===== config.mk =====
export PLATFORM = sky130hd
export DESIGN_NAME = spis_top
export DESIGN_NICKNAME = d
export VERILOG_FILES = /design/src/logic/spis_cmd_pkg.sv /design/src/logic/spis_bus_pkg.sv /design/src/logic/spis_frame.sv /design/src/logic/spis_reg_bank.sv /design/src/logic/spis_top.sv
export SDC_FILE = /design/constraint.sdc
export NUM_CORES = 1
export LEC_CHECK = 0
export BUFFER_PORTS_ARGS = -buffer_cell sky130_fd_sc_hd__buf_2
export CORE_ASPECT_RATIO = 0.7
export CORE_MARGIN = 3
export CORE_UTILIZATION = 55
export CTS_CLUSTER_SIZE = 12
export DETAILED_ROUTE_END_ITERATION = 16
export GPL_TIMING_DRIVEN = 0
export HOLD_SLACK_MARGIN = 0.08
export PLACE_DENSITY = 0.7
export SLEW_MARGIN = 20
export SYNTH_ARGS = -nofsm -noshare
export SYNTH_HDL_FRONTEND = slang
export SYNTH_SLANG_ARGS = --single-unit

===== constraint.sdc =====
create_clock -name sclk -period 5.52 [get_ports sclk]
set_input_delay 0.828 -clock sclk [delete_from_list [all_inputs] [get_ports sclk]]
set_output_delay 0.828 -clock sclk [all_outputs]
set_load 0.02 [all_outputs]

===== src/logic/spis_cmd_pkg.sv =====
// Opcode values and frame engine states for the SPI slave command word

package spis_cmd_pkg;

	// Width of the opcode field in bits 31..24 of the command word
	typedef logic [7:0] opcode_t;

	// Number of data words in one transfer
	typedef logic [7:0] burst_len_t;

	localparam opcode_t OP_SINGLE_RD = 8'h00;
	localparam opcode_t OP_SINGLE_WR = 8'h01;
	localparam opcode_t OP_BURST_RD  = 8'h20;
	localparam opcode_t OP_BURST_WR  = 8'h21;

	// Frame engine FSM
	typedef enum logic [2:0] {
		ST_IDLE,      // Waiting for the first edge with ss_n low
		ST_CMD,       // Shifting in the command word
		ST_WR_WAIT,   // Shifting in a write data word
		ST_WR_ISSUE,  // Write strobe cycle
		ST_RD_WAIT,   // Waiting for bit 28 of the current slot
		ST_RD_ISSUE,  // Read strobe taken
		ST_DONE       // Transfer finished or ignored
	} frame_state_t;

endpackage


===== src/logic/spis_bus_pkg.sv =====
// Register side types and addresses shared by the frame engine and the register bank

package spis_bus_pkg;

	// Register address, as carried in bits 15..0 of the command word
	typedef logic [15:0] addr_t;

	// One register word
	typedef logic [31:0] data_t;

	// Write request from the frame engine, 48 bits
	typedef struct packed {
		addr_t addr;
		data_t data;
	} wr_req_t;

	// Read request, data comes back in the same cycle
	typedef struct packed {
		addr_t addr;
	} rd_req_t;

	// Read-only count of completed frames
	// Sits above the largest general register range
	localparam addr_t FRAME_CNT_ADDR = 16'h0100;

endpackage


===== src/logic/spis_frame.sv =====
// SPI mode 0 only, and sclk has to keep toggling while ss_n is high to clear the frame state

`timescale 1ns/1ps

module spis_frame (
	input  logic                   sclk,
	input  logic                   rst_n,
	input  logic                   ss_n,
	input  logic                   mosi,
	input  spis_bus_pkg::data_t    rd_data,
	output logic                   miso,
	output logic                   wr_en,
	output logic                   rd_en,
	output logic                   frame_end,
	output spis_bus_pkg::wr_req_t  wr_req,
	output spis_bus_pkg::rd_req_t  rd_req
);

	logic [4:0]                   bit_cnt;     // Bit position within the current word
	logic                         last_bit;    // Edge that completes a word
	logic                         word_done;   // High the cycle after a word completes
	logic                         word_seen;   // At least one full word in this frame
	logic                         ss_q;        // ss_n as seen on the previous edge
	spis_bus_pkg::data_t          rx_shift;
	spis_bus_pkg::data_t          rx_word;     // Shift register including the current bit

	spis_cmd_pkg::opcode_t        op;
	logic                         op_rd;
	logic                         op_wr;
	spis_cmd_pkg::burst_len_t     op_len;

	spis_cmd_pkg::frame_state_t   state;
	spis_cmd_pkg::frame_state_t   state_nxt;
	spis_cmd_pkg::burst_len_t     burst_cnt;   // Requests still to issue
	spis_bus_pkg::addr_t          cur_addr;

	spis_bus_pkg::data_t          tx_hold;     // Read data waiting for the next slot
	spis_bus_pkg::data_t          tx_shift;

	//////////////////////////////////////////////////////////////////////
	// Receive side
	//////////////////////////////////////////////////////////////////////

	assign last_bit = (bit_cnt == 5'd31);
	assign rx_word  = {rx_shift[30:0], mosi};

	always_ff @(posedge sclk) begin
		if (!ss_n)
			rx_shift <= rx_word;
	end

	// Opcode decode, looks at the word as it completes
	always_comb begin
		op     = rx_word[31:24];
		op_rd  = 1'b0;
		op_wr  = 1'b0;
		op_len = rx_word[23:16];
		case (op)
			spis_cmd_pkg::OP_SINGLE_RD: begin
				op_rd  = 1'b1;
				op_len = 8'd1;
			end
			spis_cmd_pkg::OP_SINGLE_WR: begin
				op_wr  = 1'b1;
				op_len = 8'd1;
			end
			spis_cmd_pkg::OP_BURST_RD: op_rd = 1'b1;
			spis_cmd_pkg::OP_BURST_WR: op_wr = 1'b1;
			default:                   op_len = '0;    // Unknown opcode
		endcase
	end

	//////////////////////////////////////////////////////////////////////
	// Control FSM
	//////////////////////////////////////////////////////////////////////

	always_comb begin
		state_nxt = state;
		case (state)
			spis_cmd_pkg::ST_IDLE: state_nxt = spis_cmd_pkg::ST_CMD;
			spis_cmd_pkg::ST_CMD: begin
				if (last_bit) begin
					if (op_len == '0)
						state_nxt = spis_cmd_pkg::ST_DONE;    // Empty burst or bad opcode
					else if (op_wr)
						state_nxt = spis_cmd_pkg::ST_WR_WAIT;
					else if (op_rd)
						state_nxt = spis_cmd_pkg::ST_RD_WAIT;
					else
						state_nxt = spis_cmd_pkg::ST_DONE;
				end
			end
			spis_cmd_pkg::ST_WR_WAIT: begin
				if (last_bit)
					state_nxt = spis_cmd_pkg::ST_WR_ISSUE;
			end
			spis_cmd_pkg::ST_WR_ISSUE: begin
				state_nxt = (burst_cnt == 8'd1) ? spis_cmd_pkg::ST_DONE
				                                : spis_cmd_pkg::ST_WR_WAIT;
			end
			spis_cmd_pkg::ST_RD_WAIT: begin
				if (bit_cnt == 5'd28)
					state_nxt = spis_cmd_pkg::ST_RD_ISSUE;
			end
			spis_cmd_pkg::ST_RD_ISSUE: begin
				state_nxt = (burst_cnt == 8'd1) ? spis_cmd_pkg::ST_DONE
				                                : spis_cmd_pkg::ST_RD_WAIT;
			end
			spis_cmd_pkg::ST_DONE: state_nxt = spis_cmd_pkg::ST_DONE;    // Extra words ignored
			default:               state_nxt = spis_cmd_pkg::ST_IDLE;
		endcase
	end

	always_ff @(posedge sclk or negedge rst_n) begin
		if (!rst_n)
			state <= spis_cmd_pkg::ST_IDLE;
		else if (ss_n)
			state <= spis_cmd_pkg::ST_IDLE;    // Abort or end of frame
		else
			state <= state_nxt;
	end

	// Bit counting, burst sequencing and the write strobe
	always_ff @(posedge sclk or negedge rst_n) begin
		if (!rst_n) begin
			bit_cnt   <= '0;
			word_done <= 1'b0;
			word_seen <= 1'b0;
			burst_cnt <= '0;
			cur_addr  <= '0;
			wr_en     <= 1'b0;
		end else if (ss_n) begin
			bit_cnt   <= '0;
			word_done <= 1'b0;
			word_seen <= 1'b0;
			burst_cnt <= '0;
			cur_addr  <= '0;
			wr_en     <= 1'b0;
		end else begin
			bit_cnt   <= bit_cnt + 5'd1;
			word_done <= last_bit;
			if (last_bit)
				word_seen <= 1'b1;
			wr_en <= (state == spis_cmd_pkg::ST_WR_WAIT) && last_bit;
			case (state)
				spis_cmd_pkg::ST_CMD: begin
					if (last_bit) begin
						burst_cnt <= op_len;
						cur_addr  <= rx_word[15:0];
					end
				end
				spis_cmd_pkg::ST_WR_ISSUE, spis_cmd_pkg::ST_RD_ISSUE: begin
					burst_cnt <= burst_cnt - 8'd1;
					cur_addr  <= cur_addr + 16'd1;    // Next element of the burst
				end
				default: ;
			endcase
		end
	end

	// Write payload, held until the next data word completes
	always_ff @(posedge sclk) begin
		if (!ss_n && (state == spis_cmd_pkg::ST_WR_WAIT) && last_bit)
			wr_req <= '{addr: cur_addr, data: rx_word};
	end

	// Read strobe at bit 28, the bank answers in the same cycle
	assign rd_en  = (state == spis_cmd_pkg::ST_RD_WAIT) && (bit_cnt == 5'd28);
	assign rd_req = '{addr: cur_addr};

	// One pulse per frame that held a full word
	always_ff @(posedge sclk or negedge rst_n) begin
		if (!rst_n) begin
			ss_q      <= 1'b1;
			frame_end <= 1'b0;
		end else begin
			ss_q      <= ss_n;
			frame_end <= ss_n && !ss_q && word_seen;
		end
	end

	//////////////////////////////////////////////////////////////////////
	// Transmit side
	//////////////////////////////////////////////////////////////////////

	always_ff @(posedge sclk or negedge rst_n) begin
		if (!rst_n)
			tx_hold <= '0;
		else if (ss_n)
			tx_hold <= '0;
		else if (rd_en)
			tx_hold <= rd_data;
		else if (word_done)
			tx_hold <= '0;    // Already loaded, slots without a read send zeros
	end

	// Launch on the falling edge, MSB first
	always_ff @(negedge sclk or negedge rst_n) begin
		if (!rst_n)
			tx_shift <= '0;
		else if (ss_n)
			tx_shift <= '0;
		else if (word_done)
			tx_shift <= tx_hold;    // Falling edge that opens the next slot
		else
			tx_shift <= {tx_shift[30:0], 1'b0};
	end

	assign miso = tx_shift[31];

endmodule


===== src/logic/spis_reg_bank.sv =====
// REG_COUNT from 1 to 256 so the general registers never reach the frame counter address

`timescale 1ns/1ps

module spis_reg_bank #(
	parameter int REG_COUNT = 16
) (
	input  logic                   sclk,
	input  logic                   rst_n,
	input  logic                   wr_en,
	input  logic                   rd_en,
	input  logic                   frame_end,
	input  spis_bus_pkg::wr_req_t  wr_req,
	input  spis_bus_pkg::rd_req_t  rd_req,
	output spis_bus_pkg::data_t    rd_data
);

	// Index width, kept at one bit for a single register
	localparam int IDX_W = (REG_COUNT > 1) ? $clog2(REG_COUNT) : 1;

	spis_bus_pkg::data_t  regs [REG_COUNT];
	spis_bus_pkg::data_t  frame_cnt;
	logic                 wr_hit;    // Write lands in a general register
	logic                 rd_hit;

	assign wr_hit = (wr_req.addr < spis_bus_pkg::addr_t'(REG_COUNT));
	assign rd_hit = (rd_req.addr < spis_bus_pkg::addr_t'(REG_COUNT));

	//////////////////////////////////////////////////////////////////////
	// Storage
	//////////////////////////////////////////////////////////////////////

	// Counter address and unmapped addresses drop the write
	always_ff @(posedge sclk or negedge rst_n) begin
		if (!rst_n) begin
			for (int i = 0; i < REG_COUNT; i++)
				regs[i] <= '0;
		end else if (wr_en && wr_hit) begin
			regs[wr_req.addr[IDX_W-1:0]] <= wr_req.data;
		end
	end

	always_ff @(posedge sclk or negedge rst_n) begin
		if (!rst_n)
			frame_cnt <= '0;
		else if (frame_end)
			frame_cnt <= frame_cnt + 32'd1;    // Wraps after 2^32 frames
	end

	//////////////////////////////////////////////////////////////////////
	// Read decode
	//////////////////////////////////////////////////////////////////////

	always_comb begin
		rd_data = '0;    // Unmapped addresses read as zero
		if (rd_en) begin
			if (rd_req.addr == spis_bus_pkg::FRAME_CNT_ADDR)
				rd_data = frame_cnt;
			else if (rd_hit)
				rd_data = regs[rd_req.addr[IDX_W-1:0]];
		end
	end

endmodule


===== src/logic/spis_top.sv =====
// SPI mode 0 register slave clocked only by sclk, with REG_COUNT valid from 1 to 256

`timescale 1ns/1ps

module spis_top #(
	parameter int REG_COUNT = 16
) (
	input  logic  sclk,
	input  logic  rst_n,
	input  logic  ss_n,
	input  logic  mosi,
	output logic  miso
);

	// Frame engine to register bank strobes
	logic                   wr_en;
	logic                   rd_en;
	logic                   frame_end;
	spis_bus_pkg::wr_req_t  wr_req;
	spis_bus_pkg::rd_req_t  rd_req;
	spis_bus_pkg::data_t    rd_data;

	spis_frame u_frame (
		.sclk      (sclk),
		.rst_n     (rst_n),
		.ss_n      (ss_n),
		.mosi      (mosi),
		.rd_data   (rd_data),
		.miso      (miso),
		.wr_en     (wr_en),
		.rd_en     (rd_en),
		.frame_end (frame_end),
		.wr_req    (wr_req),
		.rd_req    (rd_req)
	);

	spis_reg_bank #(
		.REG_COUNT (REG_COUNT)
	) u_bank (
		.sclk      (sclk),
		.rst_n     (rst_n),
		.wr_en     (wr_en),
		.rd_en     (rd_en),
		.frame_end (frame_end),
		.wr_req    (wr_req),
		.rd_req    (rd_req),
		.rd_data   (rd_data)
	);

endmodule


==> results.sh <==
export IMPL_layout_nets=2291
export IMPL_max_cap_viol_count=0
export IMPL_cp_slowest_cell="clkbuf_1"
export IMPL_io_buffers=4
export IMPL_internal_power_w=0.00804
export IMPL_setup_tns_ps=0
export IMPL_vias=19500
export IMPL_crit_required_ps=3170
export IMPL_layout_drive_gt1_share_pct=31.2
export IMPL_tightestPinTransition_ps=1190
export IMPL_area_delta_synth_final_pct=10.6
export IMPL_final_cell_area_um2=35000
export IMPL_insertedDiodeCount=0
export IMPL_drt_iter0_drc=1857
export IMPL_place_congestion=0.895
export IMPL_ant_nets=0
export IMPL_drc_errors=0
export IMPL_post_dp_cell_area_um2=32900
export IMPL_synthCells=2193
export IMPL_cp_cell_sequence="buf_2 > clkbuf_1 > clkbuf_1 > buf_1 > nor2_1"
export IMPL_path_buf_inv=4
export IMPL_relSlewSlack_pct=20.7
export IMPL_syn_area_per_cell_um2=14.4
export IMPL_clk_pin_slew_worst_paths_ps=60
export IMPL_detail_route_wl_per_cell_um=27.3
export IMPL_syn_nets=2205
export IMPL_synth_cell_types=58
export IMPL_htree_num_levels=3
export IMPL_grt_overflow_total=0
export IMPL_synth_edff_count=79
export IMPL_yosysWarningCount=0
export IMPL_num_rows=72
export IMPL_grt_first_pass_wirelength_um=128000
export IMPL_avgViaCountPerCell=6.35
export IMPL_start_kind="input port"
export IMPL_cts_tree="built"
export IMPL_crit_arrival_ps=3020
export IMPL_crit_path_frequent_cell="clkbuf_1"
export IMPL_clock_sink_count=724
export IMPL_ys_seq_area_share_pct=58.5
export IMPL_end_kind="register"
export IMPL_peakVddDrop_mv=0.355
export IMPL_antenna_found_initial=2
export IMPL_switching_share_pct=21.4
export IMPL_setup_viol=0
export IMPL_hold_violations=0
export IMPL_ys_flop_type="dfrtp_1"
export IMPL_async_flop_share_pct=89.1
export IMPL_fillers=4175
export IMPL_outcome="complete, no violations"
export IMPL_cp_top_family="buffers and inverters"
export IMPL_track_usage_pct=28.7
export IMPL_firstDrtPassIters=6
export IMPL_crit_type="in -> reg"
export IMPL_cpPeakStageDelay_ps=760
export IMPL_ys_ff_latch=724
export IMPL_ioPinCount=5
export IMPL_skew_ps=26.7
export IMPL_core_um2=56000
export IMPL_cts_buffers_inserted=72
export IMPL_seqCellArea_um2=18500
export IMPL_die_w_um=293
export IMPL_die_h_um=207
export IMPL_root_buffer="clkbuf_16"
export IMPL_die_area_um2=60500
export IMPL_maxSlewViolCount=0
export IMPL_post_cts_setup_buffer_count=0
export IMPL_grt_pass1_vias=20100
export IMPL_seqPwrFrac_pct=53.1
export IMPL_wl_um=83900
export IMPL_power_frac_comb_pct=1.5
export IMPL_multi_input_area_um2=12400
export IMPL_grt_max_degree=102
export IMPL_cp_max_fo=10
export IMPL_power_switching_w=0.00218
export IMPL_dp_final_hpwl_um=56600
export IMPL_start_util_pct=56.5
export IMPL_clkLatencyLatePin_ps=610
export IMPL_synthesis_area_um2=31700
export IMPL_p_leak_nw=16.0
export IMPL_r2r_slack_ps=640
export IMPL_p_per_area_nw_per_um2=292
export IMPL_cts_resized_gates=0
export IMPL_r2r_end="u_frame.tx_shift[28]"
export IMPL_hold_buffers=0
export IMPL_rsz0062_at_grt="no"
export IMPL_clockPowerShare_pct=45.4
export IMPL_rr_startpoint="u_frame.word_done"
export IMPL_cts_buffer_depth=3
export IMPL_worstRegToRegCells=4
export IMPL_hold_class="in -> async"
## worst max path at each step
stage                     startpoint                    to  depth (start not counted)
after global routing            ss_n  u_frame.tx_shift[14]                          5
after CTS                       ss_n  u_frame.tx_shift[18]                          5
final                           ss_n  u_frame.tx_shift[18]                          5
after detailed placement        ss_n  u_frame.tx_shift[14]                          5
after global placement         rst_n   u_frame.tx_shift[5]                          1
after floorplan                 ss_n   u_frame.tx_shift[0]                          4
## per-layer routing
layer | vias up | track usage, % | part of all wire [%]
met5 | - | 0 | 0.054
met4 | 6 | 8.41 | 2.9
met3 | 146 | 8.14 | 8.8
met2 | 744 | 41.1 | 43
met1 | 10300 | 42.9 | 46
li1 | 8288 | - | -
## power groups by stage
| stage | combinational, W | sequential (W) | clock, W |
|---|---|---|---|
| final | 0.000150 | 0.00543 | 0.00464 |
| after global routing | 0.000172 | 0.00543 | 0.00493 |
| after CTS | 0.000156 | 0.00543 | 0.00471 |
| after detailed placement | 0.000156 | 0.00553 | 0 |
| after global placement | 0.000130 | 0.00553 | 0 |
| after floorplan | 0.0000236 | 0.00552 | 0 |
## synthesized netlist by cell type (5+ instances only)
cell type,instances,area [um2]
a21oi_1,18,90.1
buf_2,31,155
mux4_2,71,1600
nand2_1,83,312
mux2i_1,149,1490
a211oi_1,6,45.0
dfrtp_1,612,15300
o21ai_0,20,100
nor2b_1,11,68.8
mux2_4,30,450
edfxtp_1,79,2370
o22ai_1,31,194
clkbuf_1,90,338
ha_1,8,100
nor3_1,19,95.1
and3_1,14,87.6
xor2_1,16,140
mux2_2,479,5390
nor4_1,11,68.8
or3_1,5,31.3
inv_1,17,63.8
a22oi_1,94,706
nand4_1,11,68.8
xnor2_1,25,219
nor2_1,71,267
and4_1,7,61.3
buf_1,44,165
nand3_1,25,125
o31ai_1,28,210
dfrtn_1,32,801
## stage by stage
stage	hold slack [ps]	total power, W	util (%)	setup slack (ps)	std cells
2_1_floorplan	419	0.00554	-	358	2193
3_3_place_gp	430	0.00566	58.2	-11800	2937
3_5_place_dp	432	0.00569	58.6	-358	2945
4_1_cts	160	0.0103	62.5	279	3069
5_1_grt	181	0.0105	62.5	69.7	3069
6_report	169	0.0102	62.5	152	3069
## cell type report
| type | instances | share of cell area (%) |
|---|---|---|
| well taps | 740 | 2.64 |
| clock inverters | 5 | 0.0929 |
| flip-flops and latches | 724 | 52.9 |
| multi-input cells | 1283 | 35.3 |
| clock buffers | 119 | 6.04 |
| plain buffers | 169 | 2.10 |
| repair buffers | 12 | 0.715 |
| inverters | 17 | 0.182 |
## registers in the layout, indices dropped and copies added (netlist names), 8 cells and up
register and count:
u_frame.rd_req 16, u_frame.rx_shift 31, u_frame.tx_hold 32, u_frame.tx_shift 32, u_bank.regs 512, u_frame.burst_cnt 8, u_bank.frame_cnt 32, u_frame.wr_req 48
## worst reg2reg max path, cell delays in order (launching register included)
cell      delay, ps
dfrtp_1         330
clkbuf_1        460
buf_1           740
mux2i_1         330
nor2_1           70
## logic make-up (layout without fill, tap and decap cells)
kind of cell	count (synthesis)	after routing	synth area share (%)
fa+ha+maj	8	8	0.316
xor+xnor	41	41	1.13
mux	733	733	28.4
compound gates	222	222	4.95
simple gates	279	279	4.26
flops	724	724	58.5
buf+inv	186	322	2.51
## cell usage in the layout, fill, tap and decap left out, types with 25 or more instances in the layout
| master | Yosys | final |
|---|---|---|
| a22oi_1 | 94 | 94 |
| dfrtp_1 | 612 | 612 |
| o22ai_1 | 31 | 31 |
| mux2i_1 | 149 | 149 |
| o31ai_1 | 28 | 28 |
| nand2_1 | 83 | 83 |
| xnor2_1 | 25 | 25 |
| buf_1 | 44 | 40 |
| mux2_2 | 479 | 479 |
| buf_2 | 31 | 36 |
| clkbuf_16 | 0 | 77 |
| nor2_1 | 71 | 71 |
| clkbuf_1 | 90 | 128 |
| nand3_1 | 25 | 25 |
| edfxtp_1 | 79 | 79 |
| mux2_4 | 30 | 30 |
| mux4_2 | 71 | 71 |
| dfrtn_1 | 32 | 32 |
Note: power is estimated with default switching activity, not from simulation.
